File: src/beam_pkg.sv
package beam_pkg;

    // Input geometry
    localparam int NCHAN = 8;
    localparam int NSAMP = 4;
    localparam int NBITS = 5;

    // Largest delay in the beam table, in samples
    localparam int MAX_DELAY = 8;
    // Words of history kept per channel, enough for MAX_DELAY behind the last word
    localparam int STORE_WORDS = 3;

    localparam int BEAM_TOTAL = 4;

    localparam int THRESH_BITS = 18;
    // 4 squares of a sum of 8 values up to 16 in magnitude
    localparam int POWER_BITS = 17;
    localparam int NSETS = 2;

    // One clock of one channel, sample 0 is the oldest
    typedef struct packed {
        logic [NSAMP-1:0][NBITS-1:0] samp;
    } chan_word_t;

    // All channels for one clock
    typedef chan_word_t [NCHAN-1:0] chan_bus_t;

    typedef logic [THRESH_BITS-1:0] thresh_t;

    // Set 0 is the trigger level, set 1 the secondary level
    typedef struct packed {
        thresh_t set1;
        thresh_t set0;
    } thresh_bus_t;

    typedef logic [POWER_BITS-1:0] power_t;

    // Per-beam steering, channel 0 in the low bits of every field
    typedef struct packed {
        logic [NCHAN-1:0][3:0] delay;
        logic [NCHAN-1:0]      use_mask;
        logic [NCHAN-1:0]      inv_mask;
    } beam_cfg_t;

    // Delays listed channel 7 first
    localparam beam_cfg_t BEAM_CFG [BEAM_TOTAL] = '{
        // Broadside
        '{delay: {4'd0, 4'd0, 4'd0, 4'd0, 4'd0, 4'd0, 4'd0, 4'd0},
          use_mask: 8'hFF, inv_mask: 8'h00},
        // Linear ramp up
        '{delay: {4'd7, 4'd6, 4'd5, 4'd4, 4'd3, 4'd2, 4'd1, 4'd0},
          use_mask: 8'hFF, inv_mask: 8'h00},
        // Ramp down, channels 6 and 7 off, channel 1 flipped
        '{delay: {4'd1, 4'd2, 4'd3, 4'd4, 4'd5, 4'd6, 4'd7, 4'd8},
          use_mask: 8'h3F, inv_mask: 8'h02},
        // Peaked at channel 4, upper half flipped
        '{delay: {4'd2, 4'd4, 4'd6, 4'd8, 4'd6, 4'd4, 4'd2, 4'd0},
          use_mask: 8'hFF, inv_mask: 8'hF0}
    };

endpackage
File: src/beamform_trigger.sv
module beamform_trigger #(
    parameter int NBEAMS = 4
) (
    input  logic                   clk_i,
    input  logic                   rst_i,
    input  beam_pkg::chan_bus_t    data_i,
    input  beam_pkg::thresh_bus_t  thresh_i,
    input  logic [1:0]             thresh_wr_i,
    input  logic [1:0]             thresh_update_i,
    output logic [2*NBEAMS-1:0]    trigger_o
);
    import beam_pkg::*;

    localparam int NPAIRS = NBEAMS / 2;

    // Delayed window per beam
    chan_bus_t beam_win [NBEAMS];

    // Entry p of the threshold chain feeds pair p
    thresh_bus_t casc [NPAIRS+1];

    // Pair bits in the order A set 0, A set 1, B set 0, B set 1
    logic [3:0] pair_trig [NPAIRS];

    sample_store #(
        .NBEAMS (NBEAMS)
    ) u_sample_store (
        .clk_i      (clk_i),
        .rst_i      (rst_i),
        .data_i     (data_i),
        .beam_win_o (beam_win)
    );

    // Nothing feeds the first pair from behind
    assign casc[0] = '0;

    for (genvar p = 0; p < NPAIRS; p++) begin : g_pair
        dual_beam_trigger #(
            .BEAM_BASE (2*p)
        ) u_dual_beam_trigger (
            .clk_i           (clk_i),
            .rst_i           (rst_i),
            .win_a_i         (beam_win[2*p]),
            .win_b_i         (beam_win[2*p+1]),
            .thresh_i        (thresh_i),
            .thresh_wr_i     (thresh_wr_i),
            .thresh_update_i (thresh_update_i),
            .casc_i          (casc[p]),
            .casc_o          (casc[p+1]),
            .trigger_o       (pair_trig[p])
        );

        // Set 0 bits go in the low half and set 1 bits in the high half
        assign trigger_o[2*p]            = pair_trig[p][0];
        assign trigger_o[2*p+1]          = pair_trig[p][2];
        assign trigger_o[NBEAMS+2*p]     = pair_trig[p][1];
        assign trigger_o[NBEAMS+2*p+1]   = pair_trig[p][3];
    end

endmodule

File: src/dual_beam_trigger.sv
module dual_beam_trigger #(
    parameter int BEAM_BASE = 0
) (
    input  logic                   clk_i,
    input  logic                   rst_i,
    input  beam_pkg::chan_bus_t    win_a_i,
    input  beam_pkg::chan_bus_t    win_b_i,
    input  beam_pkg::thresh_bus_t  thresh_i,
    input  logic [1:0]             thresh_wr_i,
    input  logic [1:0]             thresh_update_i,
    input  beam_pkg::thresh_bus_t  casc_i,
    output beam_pkg::thresh_bus_t  casc_o,
    output logic [3:0]             trigger_o
);
    import beam_pkg::*;

    // Index 0 is beam A, index 1 is beam B
    thresh_t [NSETS-1:0] staged [2];
    thresh_t [NSETS-1:0] active [2];

    // Head of the chain for this pair
    thresh_t [NSETS-1:0] chain_in;

    power_t     power_a;
    power_t     power_b;
    logic [3:0] trig_q;

    // First pair takes the serial input, the rest follow the previous pair
    assign chain_in = (BEAM_BASE == 0) ? thresh_i : casc_i;

    beam_power u_beam_a (
        .clk_i   (clk_i),
        .rst_i   (rst_i),
        .win_i   (win_a_i),
        .cfg_i   (BEAM_CFG[BEAM_BASE]),
        .power_o (power_a)
    );

    beam_power u_beam_b (
        .clk_i   (clk_i),
        .rst_i   (rst_i),
        .win_i   (win_b_i),
        .cfg_i   (BEAM_CFG[BEAM_BASE+1]),
        .power_o (power_b)
    );

    // Staging chain and active copy, each set handled on its own strobes
    always_ff @(posedge clk_i) begin
        if (rst_i) begin
            // All ones keeps every beam quiet until loaded
            for (int b = 0; b < 2; b++) begin
                staged[b] <= '1;
                active[b] <= '1;
            end
        end else begin
            for (int k = 0; k < NSETS; k++) begin
                if (thresh_wr_i[k]) begin
                    staged[0][k] <= chain_in[k];
                    staged[1][k] <= staged[0][k];
                end
                if (thresh_update_i[k]) begin
                    active[0][k] <= staged[0][k];
                    active[1][k] <= staged[1][k];
                end
            end
        end
    end

    // Tail of the chain goes on to the next pair
    assign casc_o = staged[1];

    // Registered comparators, strictly above threshold
    always_ff @(posedge clk_i) begin
        if (rst_i) begin
            trig_q <= '0;
        end else begin
            trig_q[0] <= {1'b0, power_a} > active[0][0];
            trig_q[1] <= {1'b0, power_a} > active[0][1];
            trig_q[2] <= {1'b0, power_b} > active[1][0];
            trig_q[3] <= {1'b0, power_b} > active[1][1];
        end
    end

    assign trigger_o = trig_q;

    // Shift and copy of one set never share a clock
    for (genvar k = 0; k < NSETS; k++) begin : g_set_chk
        a_wr_upd_excl: assert property (@(posedge clk_i) disable iff (rst_i)
            !(thresh_wr_i[k] && thresh_update_i[k]));
    end

endmodule

File: src/beam_power.sv
module beam_power (
    input  logic                 clk_i,
    input  logic                 rst_i,
    input  beam_pkg::chan_bus_t  win_i,
    input  beam_pkg::beam_cfg_t  cfg_i,
    output beam_pkg::power_t     power_o
);
    import beam_pkg::*;

    // Sum of 8 channels, -128 to 128
    localparam int SUM_BITS = 9;
    // Square of one sum, at most 16384
    localparam int SQ_BITS = 15;

    logic signed [SUM_BITS-1:0]   sum_d [NSAMP];
    logic signed [SUM_BITS-1:0]   sum_q [NSAMP];
    logic signed [2*SUM_BITS-1:0] sq_d  [NSAMP];
    logic        [SQ_BITS-1:0]    sq_q  [NSAMP];
    power_t                       power_q;

    // Offset binary to signed, then flip or drop per channel
    function automatic logic signed [5:0] conv_sample(
        input logic [NBITS-1:0] raw,
        input logic             inv,
        input logic             use_bit
    );
        logic signed [5:0] val;
        val = $signed({1'b0, raw}) - 6'sd16;
        if (!use_bit) begin
            val = '0;
        end else if (inv) begin
            val = -val;
        end
        return val;
    endfunction

    // Stage 1 input, channel sum per sample
    always_comb begin : sum_comb
        logic signed [SUM_BITS-1:0] acc;
        for (int s = 0; s < NSAMP; s++) begin
            acc = '0;
            for (int c = 0; c < NCHAN; c++) begin
                acc = acc + SUM_BITS'(conv_sample(win_i[c].samp[s],
                                                  cfg_i.inv_mask[c],
                                                  cfg_i.use_mask[c]));
            end
            sum_d[s] = acc;
        end
    end

    // Stage 2 input, full width products
    always_comb begin
        for (int s = 0; s < NSAMP; s++) begin
            sq_d[s] = sum_q[s] * sum_q[s];
        end
    end

    always_ff @(posedge clk_i) begin
        if (rst_i) begin
            for (int s = 0; s < NSAMP; s++) begin
                sum_q[s] <= '0;
                sq_q[s]  <= '0;
            end
            power_q <= '0;
        end else begin
            for (int s = 0; s < NSAMP; s++) begin
                sum_q[s] <= sum_d[s];
                // Square is never negative and fits 15 bits
                sq_q[s]  <= SQ_BITS'(sq_d[s]);
            end
            // Stage 3, one power value per clock
            power_q <= power_t'(sq_q[0]) + power_t'(sq_q[1]) +
                       power_t'(sq_q[2]) + power_t'(sq_q[3]);
        end
    end

    assign power_o = power_q;

endmodule

File: src/sample_store.sv
module sample_store #(
    parameter int NBEAMS = 4
) (
    input  logic                clk_i,
    input  logic                rst_i,
    input  beam_pkg::chan_bus_t data_i,
    output beam_pkg::chan_bus_t beam_win_o [NBEAMS]
);
    import beam_pkg::*;

    // Word 0 is the last registered clock, kept in the top bits
    chan_word_t [0:STORE_WORDS-1] hist [NCHAN];

    // Same history seen as one run of samples, oldest at bit 0
    logic [STORE_WORDS*NSAMP*NBITS-1:0] flat [NCHAN];

    // History shift, one word per clock
    always_ff @(posedge clk_i) begin
        if (rst_i) begin
            for (int c = 0; c < NCHAN; c++) begin
                hist[c] <= '0;
            end
        end else begin
            for (int c = 0; c < NCHAN; c++) begin
                hist[c][0] <= data_i[c];
                for (int w = 1; w < STORE_WORDS; w++) begin
                    hist[c][w] <= hist[c][w-1];
                end
            end
        end
    end

    for (genvar c = 0; c < NCHAN; c++) begin : g_flat
        assign flat[c] = hist[c];
    end

    for (genvar b = 0; b < NBEAMS; b++) begin : g_beam
        for (genvar c = 0; c < NCHAN; c++) begin : g_chan
            // Table delay for this beam and channel
            localparam int DLY = int'(BEAM_CFG[b].delay[c]);
            // Delay 0 lands on the start of word 0
            localparam int OFS = (STORE_WORDS - 1) * NSAMP - DLY;

            assign beam_win_o[b][c] = flat[c][OFS*NBITS +: NSAMP*NBITS];

            // Used channels must reach no further back than the history
            a_delay_range: assert property (@(posedge clk_i) disable iff (rst_i)
                !BEAM_CFG[b].use_mask[c] || (DLY <= MAX_DELAY));
        end
    end

endmodule

File: config.mk
export PLATFORM = sky130hd
export DESIGN_NAME = beamform_trigger
export DESIGN_NICKNAME = d
export VERILOG_FILES = /design/src/beam_pkg.sv /design/src/beamform_trigger.sv /design/src/dual_beam_trigger.sv /design/src/beam_power.sv /design/src/sample_store.sv
export SDC_FILE = /design/constraint.sdc
export NUM_CORES = 2
export LEC_CHECK = 0
export BUFFER_PORTS_ARGS = -buffer_cell sky130_fd_sc_hd__buf_2
export CAP_MARGIN = 20
export CORE_MARGIN = 2
export CORE_UTILIZATION = 35
export CTS_CLUSTER_DIAMETER = 50
export DETAILED_ROUTE_END_ITERATION = 10
export RECOVER_POWER = 100
export SYNTH_ARGS = -nofsm -noshare
export SYNTH_HDL_FRONTEND = slang
export SYNTH_SLANG_ARGS = --single-unit
export TNS_END_PERCENT = 5
File: constraint.sdc
create_clock -name clk_i -period 6.97 [get_ports clk_i]
set_input_delay 1.394 -clock clk_i [delete_from_list [all_inputs] [get_ports clk_i]]
set_output_delay 1.394 -clock clk_i [all_outputs]
set_load 0.05 [all_outputs]
* Yosys cells after proc, flatten, opt, wreduce, memory -nomap -nowiden
Memories as Yosys holds them, arrays and structs flattened. Cells that the tools add are included.
Storage, ports and cells: word-level logic and storage cells 418, register bits 76, input port bits 202, memories 13, memory bits (writable) 1152, bits in read-only memories 0, bits in latches 0
Cells by class: bitwise gates (word level) 72, muxes and demuxes 87, multiply operators 16, reduce and logical (&&, ||, !) cells 0, equality and inequality tests 0, shift operators 0, $add $sub $neg 216, order comparisons 8, divide/modulo/power cells 0
Memories:
- u_sample_store.hist | words 8, width 60, read ports 8, clocked after memory_dff 0, write ports 8, RTL line sample_store.sv:12 | chan_word_t [0:STORE_WORDS-1] hist [NCHAN];
- g_pair[0].u_dual_beam_trigger.active | words 2, width 36, read ports 2, clocked after memory_dff 0, write ports 2, RTL line dual_beam_trigger.sv:19 | thresh_t [NSETS-1:0] active [2];
- g_pair[0].u_dual_beam_trigger.staged | words 2, width 36, read ports 2, clocked after memory_dff 0, write ports 2, RTL line dual_beam_trigger.sv:18 | thresh_t [NSETS-1:0] staged [2];
- g_pair[1].u_dual_beam_trigger.active | words 2, width 36, read ports 2, clocked after memory_dff 0, write ports 2, RTL line dual_beam_trigger.sv:19
- g_pair[1].u_dual_beam_trigger.staged | words 2, width 36, read ports 2, clocked after memory_dff 0, write ports 2, RTL line dual_beam_trigger.sv:18
- g_pair[0].u_dual_beam_trigger.u_beam_a.sq_q | words 4, width 15, read ports 4, clocked after memory_dff 0, write ports 4, RTL line beam_power.sv:18 | logic [SQ_BITS-1:0] sq_q [NSAMP];
- 7 more memories
Operator list (number):
- adder 9 x 6 -> 9 bit | 56
- two-way mux 20 bit | 24
- subtractor 5 x 5 -> 6 bit (second input constant) | 80
- two-way mux 18 bit | 16
- multiplier 9 x 9 -> 15 bit | 16
- two-way mux 15 bit | 16
- adder 8 x 6 -> 9 bit | 16
- greater-than comparator 17 x 18 -> 1 bit | 8
- two-way mux 9 bit | 16
- adder 7 x 6 -> 8 bit | 16
- negation 6 bit | 20
- adder 6 x 6 -> 7 bit | 16
- OR 1 bit | 72
- adder 16 x 15 -> 17 bit | 4
- adder 17 x 15 -> 17 bit | 4
- adder 15 x 15 -> 16 bit | 4
- two-way mux 1 bit | 15

* Longest topological paths before layout
An unclocked memory read counts as a cell.
depth after elaboration 10, mapped depth 20, gate-level depth less buffers 20

* Modules after synthesis
A second synthesis with hierarchy kept.
Unflattened totals: cell total of the unflattened synthesis 12912, area, all modules 120309.1 sq um
By module, submodules not included:
- beam_power (g_pair[0].u_dual_beam_trigger.u_beam_b) | area an instance 21887.2 sq um, cells each 2508, sequential area each 2182.1 sq um, times used 1
- beam_power (g_pair[1].u_dual_beam_trigger.u_beam_a) | area an instance 21854.7 sq um, cells each 2503, sequential area each 2182.1 sq um, times used 1
- beam_power (g_pair[0].u_dual_beam_trigger.u_beam_a) | area an instance 21810.9 sq um, cells each 2499, sequential area each 2182.1 sq um, times used 1
- beam_power (g_pair[1].u_dual_beam_trigger.u_beam_b) | area an instance 21800.9 sq um, cells each 2497, sequential area each 2182.1 sq um, times used 1
- sample_store | area an instance 17189.0 sq um, cells each 1548, sequential area each 8608.3 sq um, times used 1
- dual_beam_trigger | area an instance 7881.3 sq um, cells each 678, sequential area each 4404.2 sq um, times used 2
- beamform_trigger | area an instance 3.8 sq um, cells each 1, sequential area each 0.0 sq um, times used 1

* Least setup slack after synthesis
No wires, ideal clock.
kind reg2reg, from mem g_pair[1].u_dual_beam_trigger.u_beam_a.sum_q[3][2], to mem g_pair[1].u_dual_beam_trigger.u_beam_a.sq_q[3][14], path buffers 1, required time 6.842 ns, arrival time 4.767 ns, setup slack 2.075 ns, setup time 0.128 ns, cell stages (with the launch flop) 19, cell sequence dfxtp_1 -> clkbuf_1 -> and2_1 -> inv_1 -> fa_1 -> inv_1 -> fa_1 -> inv_1 -> fa_1 -> fa_1 -> inv_1 -> fa_1 -> ha_1 -> o21a_1 -> a2111oi_0 -> or3_1 -> o21ai_1 -> xnor2_1 -> nor2_1
RTL lines:
- start: declaration | RTL line beam_power.sv:16 | logic signed [SUM_BITS-1:0] sum_q [NSAMP];
- end: declaration | RTL line beam_power.sv:18

==> flow_metrics.tcl <==
set metrics [dict create \
    status "finished with violations" \
    violations "capacitance limit, slew limit" \
    antenna_found_initial 13 \
    worst_setup_path_end_kind "register" \
    drt.antenna.violating_nets 0 \
    tightest_slew_ns 4.76 \
    clockBufferDepth 3 \
    yosys.area.top_type "fa_1" \
    grt-ovfl-total 0 \
    critPathTopFamily "buffers and inverters" \
    slew_viol_final 1202 \
    synth_common_cells "inv_1, fa_1, dfxtp_1, ha_1, nor2b_1" \
    skew_ns 0.0484 \
    fmax_mhz 172 \
    cts_tree "done" \
    critical_path.max_fanout 74 \
    synth-xor-area-share_pct 4.73 \
    io_pins 210 \
    syn_inst 9041 \
    hold_class "reg2reg" \
    wirelength_um 239000 \
    final_layout_size_suffix_gt1_share_pct 5.34 \
    final_nets 11600 \
    synth_compound_area_share_pct 5.39 \
    die_y_um 521 \
    cts_root_buf "clkbuf_16" \
    cts.clk_slew.worst_paths_ns 0.06 \
    cts_sinks 1162 \
    drt-wirelength-per-cell_um 18.6 \
    dr_total_vias 59500 \
    rows 189 \
    cp_common_cell "clkbuf_1" \
    cp_slowest_cell "clkbuf_1" \
    portBuffers 209 \
    min_from "u_sample_store.hist[0][36]" \
    grt_pass1_vias 64700 \
    netlist_top_cells_area "fa_1, dfxtp_1, ha_1" \
    synth_top_family_by_area "adder cells" \
    grt_usage_pct 18.0 \
    grt_start_max_net_pins 180 \
    via_per_inst 4.62 \
    fin_tns_setup_ns 0 \
    first_pass_iters 6 \
    yosysWarnings 0 \
    htreeDepth 4 \
    drt-initial-drc-count 3350 \
    fin_util_pct 38.9 \
    p_leak_nw 50.4 \
    powerDensity_nw_per_um2 489 \
    worst_hold_slack_ns 0.434 \
    startpoint_type "primary input" \
    post_cts_buffers 0 \
    cp_num_cells 5 \
    hpwl_um 200000 \
    reg2regPathDepth 17 \
    cts_resized 0 \
    synth_ff_type "dfxtp_1" \
    grt_pass1_wl_um 374000 \
    die_x_um 521 \
    syn_avg_cell_area_um2 10.3 \
    muxShareOfSynthArea_pct 0.155 \
    cts_buffers 146 \
    synth_simple_gate_area_share_pct 11.9 \
    crit_required_ns 7.33 \
    synth-edff-count 288 \
    place_congestion 0.967 \
    maxCapViolCount 17 \
    postCtsHoldBufs 0 \
    ys_types 59 \
    ys_ff_latch 1162 \
    synth_fa_ha_area_share_pct 41.1 \
    critPathArrivalTime_ns 6.19 \
    drc 0 \
    synth_top_area_share_pct 29.7 \
    vdd_drop_max_mv 0.537 \
    area_delta_synth_final_pct 10.5 \
    crit_path_end "g_pair[1].u_dual_beam_trigger.staged[0][21]" \
    async_flop_share_pct 0 \
    insertion_delay_ns 0.82 \
    start_util_pct 35.2 \
    startpoint "thresh_wr_i[1]" \
    critical_path.max_stage_delay_ns 2.54 \
    critPathKind "in2reg" \
    syn-cell-area_um2 93500 \
    synth-seq-area-share_pct 28.0 \
    core_area_um2 265000 \
    final_hold_viol_count 0 \
    die-area_um2 271000 \
    r2r_setup_slack_ns 1.69 \
    cp_cell_sequence "buf_2, clkbuf_1, nor3b_1, clkbuf_1, a31oi_1" \
    post-route-min-period_ns 5.82 \
    path_buf_inv 3 \
    slew_headroom_pct -217 \
    rsz0062_at_grt "false" \
    synth.most_common_cell "inv_1" \
    period_share_pct 83.6 \
    setup_viol 0 \
]
## stage by stage
stage	power, W	instance area (um^2)	cells	worst slack [ns]
4_1_cts	0.0514	103000	12900	1.75
2_1_floorplan	0.0342	93500	9051	2.08
5_1_grt	0.0562	103000	12900	0.826
6_report	0.0505	103000	12900	1.15
3_3_place_gp	0.0427	98400	12600	1.76
3_5_place_dp	0.0432	98400	12600	1.79
## how the worst min path moves through the flow
stage                                             to  slack (ns)  cells after the start
after global placement    u_sample_store.hist[0][16]        0.42                      1
after global routing      u_sample_store.hist[0][17]        0.45                      1
after floorplan            u_sample_store.hist[0][0]        0.41                      1
after detailed placement  u_sample_store.hist[0][19]        0.42                      1
final                     u_sample_store.hist[0][16]        0.43                      1
after CTS                 u_sample_store.hist[0][17]        0.44                      1
## sequential cells by signal (all words and copies together) (netlist names)
name,count
g_pair.u_dual_beam_trigger.active,144
g_pair.u_dual_beam_trigger.staged,144
g_pair.u_dual_beam_trigger.trigger_o,8
g_pair.u_dual_beam_trigger.u_beam_a.power_o,34
g_pair.u_dual_beam_trigger.u_beam_a.sq_q,112
g_pair.u_dual_beam_trigger.u_beam_a.sum_q,72
g_pair.u_dual_beam_trigger.u_beam_b.power_o,34
g_pair.u_dual_beam_trigger.u_beam_b.sq_q,112
g_pair.u_dual_beam_trigger.u_beam_b.sum_q,72
u_sample_store.hist,430
## worst reg2reg max path, delay by kind of cell, from the launching register on
kind            cells  cell delay (ns)
fa+ha+maj           6             2.83
compound gates      2             0.35
xor+xnor            1             0.16
flops               1             0.67
simple gates        5             0.89
buf+inv             3             0.17
## cell type report
cell class              instances  area (um^2)
repair buffers                231         1150
multi-input cells            5694        59100
clock buffers                 188         4060
clock inverters                81         1020
diodes                          5         12.5
well taps                    3533         4420
fillers                     26000       162000
flip-flops and latches       1162        26100
inverters                    1968         7390
## report_power, final
| group | total (W) | leakage [nW] | internal (W) | switching, W |
|---|---|---|---|---|
| clock | 0.00777 | 2.46 | 0.00446 | 0.00331 |
| combinational | 0.0330 | 38.3 | 0.0145 | 0.0185 |
| sequential | 0.00977 | 9.66 | 0.00821 | 0.00157 |
## per-layer routing
| layer | global-route usage (%) | share of wire, % | vias up |
|---|---|---|---|
| met5 | 0 | 0.0054 | - |
| met4 | 6.35 | 3.6 | 2 |
| met3 | 2.41 | 4.8 | 314 |
| met2 | 30.6 | 48 | 1321 |
| met1 | 23.4 | 43 | 29800 |
| li1 | - | - | 28000 |
## layout by cell type, fill, tap and decap left out, types with 10 or more instances in the layout
| cell type | count |
|---|---|
| o21bai_1 | 27 |
| fa_1 | 1387 |
| nand4_1 | 28 |
| a21o_1 | 129 |
| nor3b_1 | 12 |
| or2_2 | 20 |
| o21ai_1 | 16 |
| or3_1 | 25 |
| a21oi_1 | 178 |
| nand2b_1 | 179 |
| a211oi_1 | 37 |
| clkinvlp_4 | 10 |
| o21ai_0 | 98 |
| nor3_1 | 99 |
| nand2_1 | 342 |
| clkbuf_16 | 147 |
| ha_1 | 848 |
| nand3_1 | 18 |
| buf_2 | 199 |
| nor2b_1 | 614 |
| a2111oi_0 | 18 |
| conb_1 | 12 |
| inv_6 | 14 |
| inv_1 | 1967 |
| a31o_2 | 11 |
| xor2_1 | 127 |
| and3_1 | 11 |
| o21a_1 | 42 |
| clkinv_2 | 12 |
| xnor2_1 | 378 |
| dfxtp_1 | 874 |
| mux2_2 | 10 |
| a31oi_1 | 151 |
| clkbuf_8 | 23 |
| nor2_1 | 577 |
| and2_1 | 219 |
| inv_8 | 14 |
| edfxtp_1 | 288 |
| clkbuf_1 | 44 |
| o41a_1 | 14 |
## cell families (layout without fill, tap and decap cells)
family	after synthesis	in the layout
xor gates and xnor gates	505	505
and+or+nand+nor	2157	2157
other	2	17
muxes	13	13
AOI/OAI and AO/OA	772	772
DFF	1162	1162
buffers and inverters	2195	2468
adders and majority gates	2235	2235
No activity file was read; power rests on OpenSTA's default activity.
